--- src/common/mul16_macros.svh ---
// ----------------------------------------
// mul16 widths
// Operand, half-word and lookahead group sizes
// ----------------------------------------
`ifndef MUL16_MACROS_SVH
`define MUL16_MACROS_SVH

// Full operand width
`define MUL16_WIDTH 16

// Width of one operand half
`define MUL16_HALF 8

`define MUL16_CLA_GROUP 4

`endif

--- src/common/mul16_pkg.sv ---
// ----------------------------------------
// mul16 types
// Operand, partial-product and product words
// ----------------------------------------
`include "mul16_macros.svh"

package mul16_pkg;

  typedef logic [`MUL16_WIDTH-1:0] operand_t;
  typedef logic [`MUL16_HALF-1:0] half_t;

  // One 8 x 8 product
  typedef logic [2*`MUL16_HALF-1:0] partial_t;

  // Full product, also the adder word
  typedef logic [2*`MUL16_WIDTH-1:0] product_t;

  typedef logic [`MUL16_CLA_GROUP-1:0] cla_group_t;

endpackage

--- src/source/array_mult8.sv ---
// ----------------------------------------
// array_mult8
// Exact 8 x 8 unsigned carry-save array multiplier
// ----------------------------------------
`timescale 1ns/1ns
`include "mul16_macros.svh"

module array_mult8 (
  input  mul16_pkg::half_t    a,
  input  mul16_pkg::half_t    b,
  output mul16_pkg::partial_t p
);

  import mul16_pkg::*;

  localparam int unsigned N = `MUL16_HALF;

  // Both return {carry, sum}
  function automatic logic [1:0] half_add(input logic x, input logic y);
    return {x & y, x ^ y};
  endfunction

  function automatic logic [1:0] full_add(input logic x, input logic y, input logic z);
    return {(x & y) | (z & (x ^ y)), x ^ y ^ z};
  endfunction

  // Element [i][j] sits at weight i+j and its carry one higher
  logic [N-1:0] pp [N];
  logic [N-1:0] s  [N];
  logic [N-2:0] c  [1:N-1];
  logic [N-1:1] rc;
  partial_t     res;

  always_comb begin
    for (int i = 0; i < N; i++) begin
      pp[i] = a & {N{b[i]}};
    end
  end

  // Carry-save rows with carries dropping to the next row
  always_comb begin
    s[0] = pp[0];
    for (int i = 1; i < N; i++) begin
      // Only the partial-product bit reaches the top column
      s[i][N-1] = pp[i][N-1];
      for (int j = 0; j < N-1; j++) begin
        if (i == 1) begin
          {c[i][j], s[i][j]} = half_add(pp[i][j], s[i-1][j+1]);
        end else begin
          {c[i][j], s[i][j]} = full_add(pp[i][j], s[i-1][j+1], c[i-1][j]);
        end
      end
    end
  end

  // Low bits fall out of the array and the upper half comes from a ripple row
  always_comb begin
    for (int i = 0; i < N; i++) begin
      res[i] = s[i][0];
    end
    {rc[1], res[N]} = half_add(s[N-1][1], c[N-1][0]);
    for (int j = 1; j < N-1; j++) begin
      {rc[j+1], res[N+j]} = full_add(s[N-1][j+1], c[N-1][j], rc[j]);
    end
    // Exact product never carries past bit 15
    res[2*N-1] = rc[N-1];
  end

  assign p = res;

endmodule

--- src/cla_adder/cla_group4.sv ---
// ----------------------------------------
// cla_group4
// 4-bit lookahead group, carries and sum
// ----------------------------------------
`timescale 1ns/1ns

module cla_group4 (
  input  mul16_pkg::cla_group_t prop,
  input  mul16_pkg::cla_group_t gen,
  input  logic                  cin,
  output mul16_pkg::cla_group_t sum
);

  import mul16_pkg::*;

  cla_group_t carry;

  // Internal carries expanded from the group carry-in
  assign carry[0] = cin;
  assign carry[1] = gen[0] | (prop[0] & cin);
  assign carry[2] = gen[1]
                  | (prop[1] & gen[0])
                  | (prop[1] & prop[0] & cin);
  assign carry[3] = gen[2]
                  | (prop[2] & gen[1])
                  | (prop[2] & prop[1] & gen[0])
                  | (prop[2] & prop[1] & prop[0] & cin);

  assign sum = prop ^ carry;

endmodule

--- src/cla_adder/cla_adder32.sv ---
// ----------------------------------------
// cla_adder32
// 32-bit block carry-lookahead adder,
// eight 4-bit groups, carry out dropped
// ----------------------------------------
`timescale 1ns/1ns
`include "mul16_macros.svh"

module cla_adder32 (
  input  mul16_pkg::product_t a,
  input  mul16_pkg::product_t b,
  output mul16_pkg::product_t sum
);

  import mul16_pkg::*;

  localparam int unsigned G  = `MUL16_CLA_GROUP;
  localparam int unsigned NG = $bits(product_t) / G;

  product_t p_bit;
  product_t g_bit;

  // Top group feeds only the discarded carry out
  logic [NG-2:0] grp_p;
  logic [NG-2:0] grp_g;
  logic [NG-1:0] grp_c;

  assign p_bit = a ^ b;
  assign g_bit = a & b;

  always_comb begin
    logic term;
    for (int k = 0; k < NG-1; k++) begin
      grp_p[k] = &p_bit[k*G +: G];
      grp_g[k] = 1'b0;
      for (int m = 0; m < G; m++) begin
        term = g_bit[k*G+m];
        for (int n = m+1; n < G; n++) begin
          term = term & p_bit[k*G+n];
        end
        grp_g[k] = grp_g[k] | term;
      end
    end

    // Flat block lookahead, nothing carries into group 0
    grp_c[0] = 1'b0;
    for (int k = 1; k < NG; k++) begin
      grp_c[k] = 1'b0;
      for (int m = 0; m < k; m++) begin
        term = grp_g[m];
        for (int n = m+1; n < k; n++) begin
          term = term & grp_p[n];
        end
        grp_c[k] = grp_c[k] | term;
      end
    end
  end

  for (genvar k = 0; k < NG; k++) begin : g_group
    cla_group4 group_i (
      .prop (p_bit[k*G +: G]),
      .gen  (g_bit[k*G +: G]),
      .cin  (grp_c[k]),
      .sum  (sum[k*G +: G])
    );
  end

endmodule

--- src/mul16/partial_product_stage.sv ---
// ----------------------------------------
// partial_product_stage
// Stage 1: four half-word products, registered
// ----------------------------------------
`timescale 1ns/1ns
`include "mul16_macros.svh"

module partial_product_stage (
  input  logic                clk,
  input  logic                arst_n,
  input  logic                in_valid,
  input  mul16_pkg::operand_t a,
  input  mul16_pkg::operand_t b,
  output logic                pp_valid,
  output mul16_pkg::partial_t pp_ll,
  output mul16_pkg::partial_t pp_lh,
  output mul16_pkg::partial_t pp_hl,
  output mul16_pkg::partial_t pp_hh
);

  import mul16_pkg::*;

  half_t    a_lo, a_hi;
  half_t    b_lo, b_hi;
  partial_t ll, lh, hl, hh;

  assign a_lo = a[`MUL16_HALF-1:0];
  assign a_hi = a[`MUL16_WIDTH-1:`MUL16_HALF];
  assign b_lo = b[`MUL16_HALF-1:0];
  assign b_hi = b[`MUL16_WIDTH-1:`MUL16_HALF];

  // First letter is the half of a, second the half of b
  array_mult8 mult_ll_i (.a(a_lo), .b(b_lo), .p(ll));
  array_mult8 mult_lh_i (.a(a_lo), .b(b_hi), .p(lh));
  array_mult8 mult_hl_i (.a(a_hi), .b(b_lo), .p(hl));
  array_mult8 mult_hh_i (.a(a_hi), .b(b_hi), .p(hh));

  always_ff @(posedge clk or negedge arst_n) begin
    if (!arst_n) begin
      pp_valid <= 1'b0;
    end else begin
      pp_valid <= in_valid;
    end
  end

  always_ff @(posedge clk or negedge arst_n) begin
    if (!arst_n) begin
      pp_ll <= '0;
      pp_lh <= '0;
      pp_hl <= '0;
      pp_hh <= '0;
    end else if (in_valid) begin
      pp_ll <= ll;
      pp_lh <= lh;
      pp_hl <= hl;
      pp_hh <= hh;
    end
  end

endmodule

--- src/mul16/product_sum_stage.sv ---
// ----------------------------------------
// product_sum_stage
// Stage 2: align and add partial products
// ----------------------------------------
`timescale 1ns/1ns
`include "mul16_macros.svh"

module product_sum_stage (
  input  logic                clk,
  input  logic                arst_n,
  input  logic                pp_valid,
  input  mul16_pkg::partial_t pp_ll,
  input  mul16_pkg::partial_t pp_lh,
  input  mul16_pkg::partial_t pp_hl,
  input  mul16_pkg::partial_t pp_hh,
  output logic                out_valid,
  output mul16_pkg::product_t product
);

  import mul16_pkg::*;

  product_t base;
  product_t lh_shifted;
  product_t hl_shifted;
  product_t first_sum;
  product_t final_sum;

  // hh and ll do not overlap, so they just concatenate
  assign base       = {pp_hh, pp_ll};
  assign lh_shifted = {{`MUL16_HALF{1'b0}}, pp_lh, {`MUL16_HALF{1'b0}}};
  assign hl_shifted = {{`MUL16_HALF{1'b0}}, pp_hl, {`MUL16_HALF{1'b0}}};

  cla_adder32 add_lh_i (.a(base), .b(lh_shifted), .sum(first_sum));
  cla_adder32 add_hl_i (.a(first_sum), .b(hl_shifted), .sum(final_sum));

  always_ff @(posedge clk or negedge arst_n) begin
    if (!arst_n) begin
      out_valid <= 1'b0;
      product   <= '0;
    end else begin
      out_valid <= pp_valid;
      if (pp_valid) begin
        product <= final_sum;
      end
    end
  end

endmodule

--- src/mul16/mul16_top.sv ---
// ----------------------------------------
// mul16_top
// Two-stage pipelined 16 x 16 multiplier
// ----------------------------------------
`timescale 1ns/1ns

module mul16_top (
  input  logic                clk,
  input  logic                arst_n,
  input  logic                in_valid,
  input  mul16_pkg::operand_t a,
  input  mul16_pkg::operand_t b,
  output logic                out_valid,
  output mul16_pkg::product_t product
);

  import mul16_pkg::*;

  // Stage 1 to stage 2
  logic     pp_valid;
  partial_t pp_ll;
  partial_t pp_lh;
  partial_t pp_hl;
  partial_t pp_hh;

  partial_product_stage pp_stage_i (
    .clk      (clk),
    .arst_n   (arst_n),
    .in_valid (in_valid),
    .a        (a),
    .b        (b),
    .pp_valid (pp_valid),
    .pp_ll    (pp_ll),
    .pp_lh    (pp_lh),
    .pp_hl    (pp_hl),
    .pp_hh    (pp_hh)
  );

  product_sum_stage sum_stage_i (
    .clk       (clk),
    .arst_n    (arst_n),
    .pp_valid  (pp_valid),
    .pp_ll     (pp_ll),
    .pp_lh     (pp_lh),
    .pp_hl     (pp_hl),
    .pp_hh     (pp_hh),
    .out_valid (out_valid),
    .product   (product)
  );

endmodule

--- config.mk ---
export PLATFORM = sky130hd
export DESIGN_NAME = mul16_top
export DESIGN_NICKNAME = d
export VERILOG_FILES = /design/src/common/mul16_pkg.sv /design/src/source/array_mult8.sv /design/src/cla_adder/cla_group4.sv /design/src/cla_adder/cla_adder32.sv /design/src/mul16/partial_product_stage.sv /design/src/mul16/product_sum_stage.sv /design/src/mul16/mul16_top.sv
export VERILOG_INCLUDE_DIRS = /design/src /design/src/common
export SDC_FILE = /design/constraint.sdc
export NUM_CORES = 1
export LEC_CHECK = 0
export ABC_AREA = 1
export BUFFER_PORTS_ARGS = -buffer_cell sky130_fd_sc_hd__buf_2
export CAP_MARGIN = 20
export CORE_ASPECT_RATIO = 0.75
export CORE_UTILIZATION = 35
export CTS_CLUSTER_SIZE = 28
export DETAILED_ROUTE_END_ITERATION = 10
export PLACE_DENSITY = 0.59
export SETUP_SLACK_MARGIN = 0.5
export SLEW_MARGIN = 10
export SYNTH_ARGS = -nofsm -noshare
export SYNTH_HDL_FRONTEND = slang
export SYNTH_SLANG_ARGS = --single-unit
export TNS_END_PERCENT = 100
--- constraint.sdc ---
create_clock -name clk -period 3.9 [get_ports clk]
set_input_delay 0.195 -clock clk [delete_from_list [all_inputs] [get_ports clk]]
set_output_delay 0.195 -clock clk [all_outputs]
set_load 0.02 [all_outputs]
# == Word-level counts from Yosys, hierarchy flattened ==
# Cells that the tools add are included.
# op_classes
bitwise,1482
n_reduce_logical,12
# op_table
operator,n
$and A1 B1 Y1,648
$xor A1 B1 Y1,416
$or A1 B1 Y1,366
$and A8 B8 Y8,32
$xor A32 B24 Y32,2
$xor A4 B4 Y4,16
$and A31 B24 Y31,2
$reduce_and A4 Y1,12
# totals
elab_cells,1501
output_inout_bits,33
inputBits,35
reg_bits,98

# == Longest topological paths before layout ==
# Gate-level depths: netlist (run 1).
# logic_depth
depth_word,44
mapped_depth,26
ltp_nobuf,26

# == By module ==
# From an unflattened synthesis (run 1), not the netlist that was laid out.
# unflattened
cells_unflattened,1707
area_unflattened_um2,13593.0
# by_module_without_submodules
module,instances,area_each_um2,seq_area_each_um2,cells_each
array_mult8 at pp_stage_i.mult_hl_i ...,2,1642.8,0.0,188
partial_product_stage,1,2471.1,1626.6,271
cla_group4,16,106.4,0.0,21
array_mult8 at pp_stage_i.mult_ll_i,1,1665.3,0.0,188
array_mult8 at pp_stage_i.mult_hh_i,1,1646.6,0.0,188
cla_adder32,2,750.7,0.0,105
product_sum_stage,1,1321.3,825.8,138

# == Worst setup path after synthesis (run 1) ==
# OpenSTA, ideal clock, no wires.
# synth_timing
kind,input-to-reg
from,in b[9]
to,reg pp_stage_i.pp_lh[14]
arrival_time_ns,6.565
path_slack_ns,-2.731
required_ns,3.834
setup_time_ns,0.066
cell_stages,22
cell_sequence,clkbuf_1 > clkbuf_1 > nand2_1 > inv_1 > ha_1 > inv_1 > fa_1 > fa_1 > fa_1 > fa_1 > fa_1 > inv_1 > fa_1 > ha_1 > fa_1 > fa_1 > fa_1 > fa_1 > fa_1 > fa_1 > nand2_1 > nand2_1
# synth_between
elab_chain_len,27
elab_cells_between_ends,231
classes_between,bitwise: 231
# synth_lines
item,line,text
start: declaration,mul16_top.sv:12,"input mul16_pkg::operand_t b,"
$and A8 B8 Y8 (*),array_mult8.sv:36,pp[i] = a & {N{b[i]}};
$xor A1 B1 Y1,-,
$xor A1 B1 Y1,array_mult8.sv:24,"return {(x & y) | (z & (x ^ y)), x ^ y ^ z};"
$and A1 B1 Y1 or $xor A1 B1 Y1 (tied branches),array_mult8.sv:24,
$or A1 B1 Y1 or $xor A1 B1 Y1 (tied branches),array_mult8.sv:24,
$and A1 B1 Y1 or $xor A1 B1 Y1 (tied branches),array_mult8.sv:24,
$or A1 B1 Y1 or $xor A1 B1 Y1 (tied branches),array_mult8.sv:24,
$and A1 B1 Y1 or $xor A1 B1 Y1 (tied branches),array_mult8.sv:24,
[12 not listed],-,
$and A1 B1 Y1,array_mult8.sv:24,
$or A1 B1 Y1,array_mult8.sv:24,
$and A1 B1 Y1,array_mult8.sv:24,
$or A1 B1 Y1,array_mult8.sv:24,
$and A1 B1 Y1,array_mult8.sv:24,
$or A1 B1 Y1,array_mult8.sv:24,
$xor A1 B1 Y1 (*),array_mult8.sv:24,
net pp_stage_i.lh[14],partial_product_stage.sv:25,"partial_t ll, lh, hl, hh;"
end signal: assignment,partial_product_stage.sv:54,pp_lh <= lh;
end: declaration,partial_product_stage.sv:16,"output mul16_pkg::partial_t pp_lh,"
# Mark *: on every way through the listed nets, which the timed path passes. The rest lies on a longest branch.
# A chain may end at the register's enable or synchronous reset.

# == Worst setup path in the final report (run 1) ==
# layout_timing
from,in b[1]
to,reg pp_stage_i.pp_hl[14]
# layout_between
elab_chain_len,27
elab_cells_between_ends,231
classes_between,bitwise: 231
# layout_lines
item,line,text
$and A8 B8 Y8 (*),array_mult8.sv:36,
$xor A1 B1 Y1,-,
$xor A1 B1 Y1,array_mult8.sv:24,
$and A1 B1 Y1 or $xor A1 B1 Y1 (tied branches),array_mult8.sv:24,
$or A1 B1 Y1 or $xor A1 B1 Y1 (tied branches),array_mult8.sv:24,
$and A1 B1 Y1 or $xor A1 B1 Y1 (tied branches),array_mult8.sv:24,
$or A1 B1 Y1 or $xor A1 B1 Y1 (tied branches),array_mult8.sv:24,
$and A1 B1 Y1 or $xor A1 B1 Y1 (tied branches),array_mult8.sv:24,
[12 not listed],-,
$and A1 B1 Y1,array_mult8.sv:24,
$or A1 B1 Y1,array_mult8.sv:24,
$and A1 B1 Y1,array_mult8.sv:24,
$or A1 B1 Y1,array_mult8.sv:24,
$and A1 B1 Y1,array_mult8.sv:24,
$or A1 B1 Y1,array_mult8.sv:24,
$xor A1 B1 Y1 (*),array_mult8.sv:24,
net pp_stage_i.hl[14],partial_product_stage.sv:25,
end signal: assignment,partial_product_stage.sv:55,pp_hl <= hl;
end: declaration,partial_product_stage.sv:17,"output mul16_pkg::partial_t pp_hl,"
# Marked as above.

==> results of run 1 <==
==> repair_timing <==
item	CTS	global route
endpoints found under the setup margin	49	53
resized for setup	116	38
buffers inserted	14	3
hold endpoints to repair	0	0
pin swaps	42	44
==> sequential cells by signal (all words and copies together) (netlist names) <==
| register | cells |
|---|---|
| sum_stage_i.product | 32 |
| pp_stage_i.pp_ll | 16 |
| pp_stage_i.pp_hl | 16 |
| sum_stage_i.out_valid | 1 |
| pp_stage_i.pp_hh | 16 |
| pp_stage_i.pp_valid | 1 |
| pp_stage_i.pp_lh | 16 |
==> synth_stat cells, types with 2 or more instances <==
master / number / share of area (%)
sky130_fd_sc_hd__a21oi_1: 8 / 0.35
sky130_fd_sc_hd__a31oi_1: 3 / 0.16
sky130_fd_sc_hd__clkbuf_1: 79 / 2.6
sky130_fd_sc_hd__dfrtp_1: 98 / 21
sky130_fd_sc_hd__fa_1: 200 / 35
sky130_fd_sc_hd__ha_1: 70 / 7.6
sky130_fd_sc_hd__inv_1: 250 / 8.2
sky130_fd_sc_hd__inv_2: 3 / 0.098
sky130_fd_sc_hd__nand2_1: 479 / 16
sky130_fd_sc_hd__nand2_2: 3 / 0.16
sky130_fd_sc_hd__nand3_1: 27 / 1.2
sky130_fd_sc_hd__nand3_2: 2 / 0.17
sky130_fd_sc_hd__nand4_1: 17 / 0.93
sky130_fd_sc_hd__nand4_2: 3 / 0.33
sky130_fd_sc_hd__nor2_1: 19 / 0.62
sky130_fd_sc_hd__nor3_1: 4 / 0.17
sky130_fd_sc_hd__nor3_2: 2 / 0.17
sky130_fd_sc_hd__nor3_4: 3 / 0.42
sky130_fd_sc_hd__o21ai_0: 51 / 2.2
sky130_fd_sc_hd__o21ai_1: 3 / 0.13
sky130_fd_sc_hd__or2_1: 2 / 0.11
sky130_fd_sc_hd__or2_2: 3 / 0.16
sky130_fd_sc_hd__xnor2_1: 3 / 0.23
sky130_fd_sc_hd__xor2_1: 20 / 1.5
==> worst paths after layout <==
| path | endpoint | slack [ns] | cells after the start |
|---|---|---|---|
| max in group asynchronous | pp_stage_i.pp_hh[5]$_DFFE_PN0P_ | 2.89 | 2 |
| setup / recovery | pp_stage_i.pp_hl[14]$_DFFE_PN0P_ | -2.08 | 22 |
| hold reg to reg | sum_stage_i.product[5]$_DFFE_PN0P_ | 0.47 | 2 |
| hold / removal | sum_stage_i.product[29]$_DFFE_PN0P_ | -0.03 | 1 |
| setup reg to reg | sum_stage_i.product[29]$_DFFE_PN0P_ | 0.03 | 23 |
| min in group clk | pp_stage_i.pp_ll[0]$_DFFE_PN0P_ | 0.32 | 4 |
==> power breakdown <==
part	total [W]	switching, W	internal [W]	leakage [nW]
sequential	0.00170	0.000266	0.00144	1.21
combinational	0.00736	0.00407	0.00328	5.79
clock	0.000914	0.000381	0.000533	0.147
total	0.00997	0.00472	0.00525	7.15
==> metal layers <==
layer	track usage [%]	share of wire, %
met5	0	0
met4	4.25	1.5
met3	1.97	3.7
met2	25.8	42
met1	29.7	53
==> worst max-delay path, delay by kind of cell <==
kind,cells,cell delay (ns)
fa+ha+maj,14,5.50
buf+inv,5,0.37
simple gates,3,0.21
==> area by class of cell <==
cell class | instances | area share (%)
Sequential cell | 98 | 17.4
Timing Repair Buffer | 191 | 10.3
Inverter | 254 | 6.81
Multi-Input combinational cell | 931 | 59.4
Clock buffer | 14 | 1.88
Tap cell | 442 | 3.93
Clock inverter | 2 | 0.249
==> stage by stage <==
step / hold WS (ns) / setup TNS, ns / std cells
after floorplan: -0.101 / -42.97 / 1363
after global placement: 0.405 / -49.90 / 1899
after detailed placement: 0.411 / -52.27 / 1899
after CTS: 0.0370 / -36.96 / 1929
after global routing: 0.0591 / -40.83 / 1932
final: -0.0279 / -36.69 / 1932
==> cells by family after synthesis <==
kind of cell	count (synthesis)
simple gates	568
flops	98
buf+inv	334
compound gates	70
fa+ha+maj	270
xor+xnor	23
==> impl_summary.log, run 1 <==
[metrics] result of the run: complete, but fails checks
[metrics] violated checks: DRC, hold timing, setup timing
[metrics] io pins: between 60 and 70
[metrics] WHS: -0.0279 ns
[metrics] total global routing track utilization: between 10% and 20%
[metrics] initial standard-cell utilization of the core: 35.5%
[metrics] post-synthesis share of cell area spent on and, or, nand and nor gates: a little over 20%
[metrics] mean routed wirelength per cell: 15.3 µm
[metrics] syn_area_per_cell: 8.44 µm²
[metrics] power per cell area: between 700 and 800 nW/µm²
[metrics] post-route setup slack: -2.08 ns
[metrics] Syn Nets: between 1.5k and 2k
[metrics] final max-slew violation count: 0
[metrics] portion of the clock cycle consumed by the worst path in the final layout: 153%
[metrics] maximum buffer depth of the clock tree: 2
[metrics] pin count of the biggest net entering global routing: 73
[metrics] required time of the worst setup path: about 4.2 ns
[metrics] highest achievable clock rate: roughly 0.17 GHz
[metrics] highest-count cells in the layout ignoring fill and taps: sky130_fd_sc_hd__nand2_1, sky130_fd_sc_hd__inv_1, sky130_fd_sc_hd__fa_1, sky130_fd_sc_hd__buf_4, sky130_fd_sc_hd__dfrtp_1
[metrics] CTS Sinks: a little under 100
[metrics] Critical Path Start: b[1]
[metrics] antenna violations before repair: 0
[metrics] half-perimeter wire length of the detailed placement result: ~24000 µm
[metrics] share of post-route cells with drive strength above 1: between 20% and 30%
[metrics] type of the worst setup path: input port to flip-flop
[metrics] antenna-violating nets left: 0
[metrics] Peak supply drop: about 350 µV
[metrics] Final Core Density: 43.5%
[metrics] arrival time worst endpoint: about 6.3 ns
[metrics] Hold-fix buffers, CTS: 0
[metrics] CTS clk-pin slew, worst paths: 0.07 ns
[metrics] Remaining Overflow, GRT: 0
[metrics] final std cell area, no fill: around 14000 µm²
[metrics] Setup violations, final: 29
[metrics] Multi-input gate area: 8350 µm²
[metrics] delay contributed by the slowest stage of the critical path: approximately 0.52 ns
[metrics] total placed instance area: between 10000 and 15000 µm²
[metrics] Die X: about 210 µm
[metrics] crit path launch type: input port
[metrics] setup repair after global routing missed its margin: yes
[metrics] number of synthesized flops with an enable pin: 0
[metrics] CTS H-tree depth: 3
[metrics] sequence of cells on the critical path: buf_12 -> buf_4 -> nand2_4 -> inv_4 -> ha_4 -> inv_2 -> fa_1 -> fa_1 -> fa_1 -> fa_1 -> fa_1 -> inv_1 -> fa_1 -> ha_4 -> fa_2 -> fa_2 -> fa_2 -> fa_2 -> fa_2 -> fa_2 -> nand2_1 -> nand2_1
[metrics] CTS tree: done
[metrics] number of diodes added for antenna fixing: 0
[metrics] routed via count divided by cell count: about 4.6
[metrics] static power due to leakage: about 7.1 nW
[metrics] die area: approximately 34000 µm²
[metrics] slowest stage cell on the critical path: sky130_fd_sc_hd__fa_1
[metrics] remaining routing DRC violations: 2
[metrics] most instantiated flip-flop cell in the synthesis netlist: sky130_fd_sc_hd__dfrtp_1
[metrics] total clock buffers created by CTS: 9
[metrics] Std-Cell Core Area: 32400 µm²
[metrics] final critical delay including setup and external delays: approximately 6 ns
[metrics] filler cell count in the final layout: between 3k and 4k
[metrics] number of placement rows: 57
[metrics] RR Startpoint: pp_stage_i.pp_ll[14]$_DFFE_PN0P_
[metrics] Yosys warning total: 0
[metrics] global-route wire length before repair: ~48000 µm
[metrics] Overall Power: ~0.010 W
[metrics] total count of hold-check failures in the final report: 6
[metrics] adder-cell area share of the yosys netlist: 42.4%
[metrics] post-synthesis sequential element count: 98
[metrics] compound-cell area share of the yosys netlist: ~3.2%
[metrics] clock tree root driver cell: sky130_fd_sc_hd__clkbuf_16
[metrics] number of vias in the routed layout: roughly 9k
[metrics] max capacitance violation total: 0
[metrics] detailed router's first-iteration violation count: between 500 and 600
[metrics] sequential standard cell area: about 2500 µm²
[metrics] number of buffers inserted by port buffering: 67
[metrics] critical path fanouts, max: 5
[metrics] count of mapped cells out of synthesis: 1363
[metrics] Detailed Route WL: a little under 30000 µm
[metrics] Max-Slew Margin vs Limit: around 34%
[metrics] transition time at the pin with the least slew margin: about 1.0 ns
[metrics] endpoint type of the worst setup path: flip-flop
[metrics] vias in the first global route: slightly below 9k
[metrics] final clock skew: 0.00887 ns
[metrics] worst-skew pair later-pin latency: around 0.35 ns
[metrics] most frequent standard cell in the layout excluding fill and tap cells: sky130_fd_sc_hd__nand2_1
[metrics] area grow syn2layout: 22.4%
[metrics] net count reported at finish: 1790
[metrics] cell area after technology mapping: around 11000 µm²
[metrics] path class of the lowest-slack min-delay path: input port to async pin
[metrics] count of distinct cell types in the synthesized netlist: 35
[metrics] vertical die dimension: about 160 µm
[metrics] combinational family with the most area after synthesis: adder cells
[metrics] Post-Place Worst Slack: -2.53 ns
[metrics] post-synthesis mux area share: 0%
[metrics] Detailed Routing Iterations Pass 1: 8
[metrics] Final GP Congestion: around 0.85
[metrics] post-synthesis async set-or-reset flop share: 100%
[metrics] xor and xnor area share after synthesis: 1.75%
[metrics] portion of the post-synthesis area used by sequential elements: 21.3%
Power figures use the tool's default switching activity.
==> run 2: changes to the inputs <==
- SKIP_CTS_REPAIR_TIMING: default -> 1
- TNS_END_PERCENT: 100 -> 20
==> run 2 against run 1 <==
The flow finishes with violations (setup timing). Critical path depth is the same. Clock-buffer cell count decreased by 5. Flip-flop and latch count did not move. Global-route usage is 0.98 points lower. Highest routed layer unchanged.
==> impl_summary.log, run 2 (synthesis results as in run 1) <==
[metrics] endpoint type of the worst setup path: flip-flop
[metrics] Remaining Overflow, GRT: 0
[metrics] sequence of cells on the critical path: buf_12 -> buf_6 -> nand2_2 -> inv_2 -> ha_4 -> inv_2 -> fa_1 -> fa_2 -> fa_2 -> fa_2 -> fa_1 -> inv_2 -> fa_1 -> ha_2 -> fa_2 -> fa_2 -> fa_2 -> fa_2 -> fa_2 -> fa_2 -> nand2_2 -> nand2_1
[metrics] Detailed Routing Iterations Pass 1: 5
[metrics] number of vias in the routed layout: roughly 8.5k
[metrics] result of the run: complete, but fails checks
[metrics] total global routing track utilization: 17.3%
[metrics] final max-slew violation count: 0
[metrics] share of post-route cells with drive strength above 1: between 20% and 30%
[metrics] crit path launch type: input port
[metrics] critical path fanouts, max: 4
[metrics] maximum buffer depth of the clock tree: 2
[metrics] total clock buffers created by CTS: 9
[metrics] routed via count divided by cell count: ~4.4
[metrics] terminus of the critical flop-to-flop path: sum_stage_i.product[29]$_DFFE_PN0P_
[metrics] termination of the worst setup path: pp_stage_i.pp_ll[14]$_DFFE_PN0P_
[metrics] pin count of the biggest net entering global routing: slightly below 60
[metrics] total placed instance area: about 13000 µm²
[metrics] antenna violations before repair: 0
[metrics] RR Startpoint: pp_stage_i.pp_ll[9]$_DFFE_PN0P_
[metrics] number of diodes added for antenna fixing: 0
[metrics] violated checks: setup timing
[metrics] post-route setup slack: -2.23 ns
[metrics] type of the worst setup path: input port to flip-flop
[metrics] CTS Sinks: approximately 100
[metrics] Critical Path Start: b[0]
[metrics] vertical die dimension: around 160 µm
[metrics] Setup violations, final: 30
[metrics] final critical delay including setup and external delays: 6.13 ns
[metrics] clock tree root driver cell: sky130_fd_sc_hd__clkbuf_16
[metrics] delay contributed by the slowest stage of the critical path: ~0.60 ns
[metrics] worst-skew pair later-pin latency: 0.35 ns
[metrics] global-route wire length before repair: approximately 45000 µm
[metrics] CTS tree: done
[metrics] portion of the clock cycle consumed by the worst path in the final layout: 157%
[metrics] area grow syn2layout: 20.0%
[metrics] summed negative setup slack over all endpoints: -38.66 ns
[metrics] final std cell area, no fill: around 14000 µm²
[metrics] required time of the worst setup path: between 4 and 5 ns
[metrics] Detailed Route WL: roughly 28000 µm
[metrics] highest achievable clock rate: roughly 0.16 GHz
[metrics] CTS H-tree depth: 3
[metrics] number of placement rows: 57
[metrics] antenna-violating nets left: 0
[metrics] Peak supply drop: ~320 µV
[metrics] slowest stage cell on the critical path: sky130_fd_sc_hd__fa_2
[metrics] die area: 33600 µm²
[metrics] transition time at the pin with the least slew margin: approximately 0.63 ns
[metrics] Post-Place Worst Slack: -2.71 ns
[metrics] highest-count cells in the layout ignoring fill and taps: sky130_fd_sc_hd__nand2_1, sky130_fd_sc_hd__inv_1, sky130_fd_sc_hd__fa_1, sky130_fd_sc_hd__buf_4, sky130_fd_sc_hd__dfrtp_1
[metrics] power per cell area: about 670 nW/µm²
[metrics] path class of the lowest-slack min-delay path: input port to async pin
[metrics] Most common cell on crit path: sky130_fd_sc_hd__fa_2
[metrics] Max-Slew Margin vs Limit: between 50 and 60%
[metrics] remaining routing DRC violations: 0
[metrics] total count of hold-check failures in the final report: 0
[metrics] Die X: approximately 210 µm
[metrics] Std-Cell Core Area: roughly 32000 µm²
[metrics] static power due to leakage: 7.12 nW
[metrics] arrival time worst endpoint: about 6.4 ns
[metrics] final clock skew: 0.00861 ns
[metrics] CTS clk-pin slew, worst paths: approximately 0.07 ns
[metrics] net count reported at finish: ~1.8k
[metrics] detailed router's first-iteration violation count: approximately 470
[metrics] vias in the first global route: 8381
[metrics] most frequent standard cell in the layout excluding fill and tap cells: sky130_fd_sc_hd__nand2_1
[metrics] initial standard-cell utilization of the core: between 30% and 40%
[metrics] half-perimeter wire length of the detailed placement result: ~23000 µm
[metrics] number of flip-flops under the largest register name: 32
[metrics] Final GP Congestion: 0.862
[metrics] io pins: 68
[metrics] slack of the worst reg-to-reg path: 0.15 ns
[metrics] setup repair after global routing missed its margin: yes
[metrics] max capacitance violation total: 0
[metrics] mean routed wirelength per cell: around 14 µm
[metrics] number of buffers inserted by port buffering: 67
[metrics] Biggest register: sum_stage_i.product
[metrics] r2r worst-path depth: 24
==> run 2: cell count changes in the layout (fill, tap and decap cells not counted), sizes merged <==
| cell | previous run | this run |
|---|---|---|
| buf | 191 | 180 |
| bufinv | 1 | 3 |
| clkbuf | 14 | 12 |
| clkinv | 2 | 3 |
| clkinvlp | 0 | 1 |
| dlygate4sd3 | 0 | 1 |
| inv | 253 | 254 |
==> run 2: worst min-delay path by stage <==
stage | slack, ns | cells after the start | startpoint | end
floorplan | -0.10 | 0 | arst_n | pp_stage_i.pp_hh[0]$_DFFE_PN0P_
global placement | 0.14 | 1 | arst_n | sum_stage_i.product[23]$_DFFE_PN0P_
detailed placement | 0.14 | 1 | arst_n | sum_stage_i.product[22]$_DFFE_PN0P_
CTS | -0.24 | 1 | arst_n | sum_stage_i.product[22]$_DFFE_PN0P_
global route | 0.32 | 4 | a[0] | pp_stage_i.pp_ll[0]$_DFFE_PN0P_
finish | 0.31 | 2 | arst_n | sum_stage_i.product[22]$_DFFE_PN0P_
==> run 2: per-stage QoR <==
| stage | hold slack [ns] | cells | util, % | power (W) |
|---|---|---|---|---|
| final | 0.306 | 1925 | 42.6 | 0.00930 |
| after global routing | 0.318 | 1925 | 42.6 | 0.0103 |
| after CTS | -0.242 | 1918 | 41.5 | 0.00910 |
| after detailed placement | 0.138 | 1902 | 40.5 | 0.00803 |
| after global placement | 0.138 | 1902 | 40.5 | 0.00793 |
| after floorplan | -0.101 | 1363 | - | 0.00595 |
==> run 2: routing by layer <==
metal | vias to the layer above | wire length [µm] | part of all wire (%) | global-route usage (%)
li1 | 4235 | - | - | -
met1 | 4124 | 14900 | 54 | 28.2
met2 | 117 | 11500 | 41 | 24.3
met3 | 11 | 1110 | 4.0 | 2.50
met5 | - | 0 | 0 | 0
met4 | 0 | 238 | 0.86 | 3.10
==> run 2: cell type report <==
type / count / area (µm²)
multi-input combinational: 931 / 8120
fill: 3272 / 18600
clock inverter: 7 / 116
sequential: 98 / 2450
inverter: 254 / 956
clock buffer: 9 / 225
timing repair buffer: 184 / 1380
tap: 442 / 553
==> run 2: where the power goes <==
| part | switching, W | total, W | internal [W] |
|---|---|---|---|
| Combinational | 0.00375 | 0.00658 | 0.00282 |
| Clock | 0.000403 | 0.00103 | 0.000627 |
| Sequential | 0.000256 | 0.00169 | 0.00144 |
==> run 2: worst max-delay path, delay by kind of cell <==
family	cells	cell delay [ns]
fa+ha+maj	14	5.68
buf+inv	5	0.32
simple gates	3	0.21
==> run 3: changes to the inputs <==
- CORE_UTILIZATION: 35 -> 55
- PLACE_DENSITY: 0.59 -> 0.81
==> run 3 against run 2 <==
The flow finishes with violations (hold timing, setup timing). Flip-flop and latch count unchanged. Worst setup slack better by 0.16 ns. Die area decreased by 36%. Design area is 1.4% lower. Power down 1.5%. Sequential share of layout area rose by 0.25 points. Clock skew is essentially flat. Largest cell class unchanged. Largest power group unchanged.
==> impl_summary.log, run 3 (synthesis results as in run 1) <==
[metrics] io pins: 68
[metrics] slack of the worst reg-to-reg path: 0.09 ns
[metrics] detailed router's first-iteration violation count: around 830
[metrics] Peak supply drop: about 420 µV
[metrics] global-route wire length before repair: ~44000 µm
[metrics] net count reported at finish: ~1.8k
[metrics] static power due to leakage: between 7 and 8 nW
[metrics] Most common cell on crit path: sky130_fd_sc_hd__fa_2
[metrics] Final GP Congestion: about 0.9
[metrics] slowest stage cell on the critical path: sky130_fd_sc_hd__fa_1
[metrics] final max-slew violation count: 0
[metrics] Cell Count, Final, Fillers Out: 1755
[metrics] r2r worst-path depth: 23
[metrics] total placed instance area: roughly 13000 µm²
[metrics] total count of hold-check failures in the final report: 60
[metrics] remaining routing DRC violations: 0
[metrics] post-route setup slack: -2.08 ns
[metrics] total global routing track utilization: roughly a quarter
[metrics] result of the run: complete, but fails checks
[metrics] arrival time worst endpoint: roughly 6.3 ns
[metrics] CTS H-tree depth: 3
[metrics] worst-skew pair later-pin latency: ~0.35 ns
[metrics] CTS tree: done
[metrics] Detailed Routing Iterations Pass 1: 5
[metrics] final critical delay including setup and external delays: approximately 6.0 ns
[metrics] CTS Sinks: 98
[metrics] violated checks: hold timing, setup timing
[metrics] final std cell area, no fill: 13600 µm²
[metrics] critical path fanouts, max: 7
[metrics] Max-Slew Margin vs Limit: between 40% and 50%
[metrics] die area: 21500 µm²
[metrics] number of flip-flops under the largest register name: 32
[metrics] share of post-route cells with drive strength above 1: 22.8%
[metrics] vias in the first global route: about 9k
[metrics] initial standard-cell utilization of the core: between 50% and 60%
[metrics] Std-Cell Core Area: ~20000 µm²
[metrics] crit path launch type: input port
[metrics] path class of the lowest-slack min-delay path: input port to async pin
[metrics] Detailed Route WL: around 27000 µm
[metrics] Setup violations, final: 29
[metrics] number of vias in the routed layout: 9067
[metrics] Biggest register: sum_stage_i.product
[metrics] WHS: -0.0901 ns
[metrics] Overall Power: between 0.009 and 0.01 W
[metrics] CTS clk-pin slew, worst paths: around 0.070 ns
[metrics] number of placement rows: 45
[metrics] terminus of the critical flop-to-flop path: sum_stage_i.product[29]$_DFFE_PN0P_
[metrics] vertical die dimension: 127 µm
[metrics] setup repair after global routing missed its margin: yes
[metrics] number of buffers inserted by port buffering: 67
[metrics] Die X: ~170 µm
[metrics] Remaining Overflow, GRT: 0
[metrics] transition time at the pin with the least slew margin: around 0.78 ns
[metrics] routed via count divided by cell count: 5.17
[metrics] RR Startpoint: pp_stage_i.pp_ll[15]$_DFFE_PN0P_
[metrics] Final Core Density: between 60 and 70%
[metrics] antenna-violating nets left: 0
[metrics] most frequent standard cell in the layout excluding fill and tap cells: sky130_fd_sc_hd__nand2_1
[metrics] number of diodes added for antenna fixing: 0
[metrics] final clock skew: ~0.0086 ns
[metrics] highest achievable clock rate: ~0.17 GHz
[metrics] maximum buffer depth of the clock tree: 2
[metrics] required time of the worst setup path: 4.18 ns
[metrics] portion of the clock cycle consumed by the worst path in the final layout: 153%
[metrics] mean routed wirelength per cell: approximately 16 µm
[metrics] area grow syn2layout: 18.4%
[metrics] sequence of cells on the critical path: buf_12 -> buf_6 -> nand2_2 -> inv_2 -> ha_4 -> inv_2 -> fa_2 -> fa_1 -> fa_1 -> fa_1 -> fa_1 -> inv_1 -> fa_1 -> ha_2 -> fa_2 -> fa_2 -> fa_2 -> fa_2 -> fa_2 -> fa_2 -> nand2_1 -> nand2_1
[metrics] delay contributed by the slowest stage of the critical path: 0.53 ns
[metrics] clock tree root driver cell: sky130_fd_sc_hd__clkbuf_16
[metrics] antenna violations before repair: 0
[metrics] cell count after placement: around 1.7k
[metrics] endpoint type of the worst setup path: flip-flop
[metrics] highest-count cells in the layout ignoring fill and taps: sky130_fd_sc_hd__nand2_1, sky130_fd_sc_hd__inv_1, sky130_fd_sc_hd__fa_1, sky130_fd_sc_hd__buf_4, sky130_fd_sc_hd__dfrtp_1
[metrics] power per cell area: between 600 and 700 nW/µm²
[metrics] pin count of the biggest net entering global routing: slightly above 60
[metrics] total clock buffers created by CTS: 9
[metrics] type of the worst setup path: input port to flip-flop
[metrics] half-perimeter wire length of the detailed placement result: 22300 µm
[metrics] max capacitance violation total: 0
==> run 3: metrics by stage <==
step                      setup TNS (ns)  worst slack, ns
after global routing              -40.61            -2.23
after detailed placement          -51.95            -2.55
after floorplan                   -43.35            -2.25
after CTS                         -39.67            -2.19
after global placement            -48.61            -2.45
final                             -36.26            -2.08
==> run 3: critical path, delay by kind of cell <==
family        cells  cell delay [ns]
buf+inv           5             0.36
fa+ha+maj        14             5.47
simple gates      3             0.20
==> run 3: area by class of cell <==
cell class / instances / area (µm²)
Clock buffer: 10 / 229
Clock inverter: 6 / 67.6
Multi-Input combinational cell: 931 / 8200
Tap cell: 282 / 353
Inverter: 254 / 958
Timing Repair Buffer: 174 / 1350
Sequential cell: 98 / 2450
Fill cell: 1565 / 6770
==> run 3: layer usage <==
metal / GRT usage [%] / routed length, µm
met5: 0 / 0
met4: 6.10 / 496
met3: 3.41 / 1990
met2: 41.8 / 12400
met1: 38.5 / 12500
==> run 3: power by group <==
group	internal (W)	switching (W)	total [W]
sequential	0.00144	0.000270	0.00171
combinational	0.00276	0.00380	0.00656
clock	0.000499	0.000389	0.000887
==> run 3: worst max path at each step <==
stage               from  slack, ns                                to
floorplan           b[1]      -2.25  pp_stage_i.pp_hl[14]$_DFFE_PN0P_
global placement    b[9]      -2.45  pp_stage_i.pp_lh[14]$_DFFE_PN0P_
detailed placement  b[9]      -2.55  pp_stage_i.pp_hh[14]$_DFFE_PN0P_
finish              b[0]      -2.08  pp_stage_i.pp_hl[14]$_DFFE_PN0P_
CTS                 b[9]      -2.19  pp_stage_i.pp_hh[14]$_DFFE_PN0P_
global route        b[8]      -2.23  pp_stage_i.pp_hh[14]$_DFFE_PN0P_
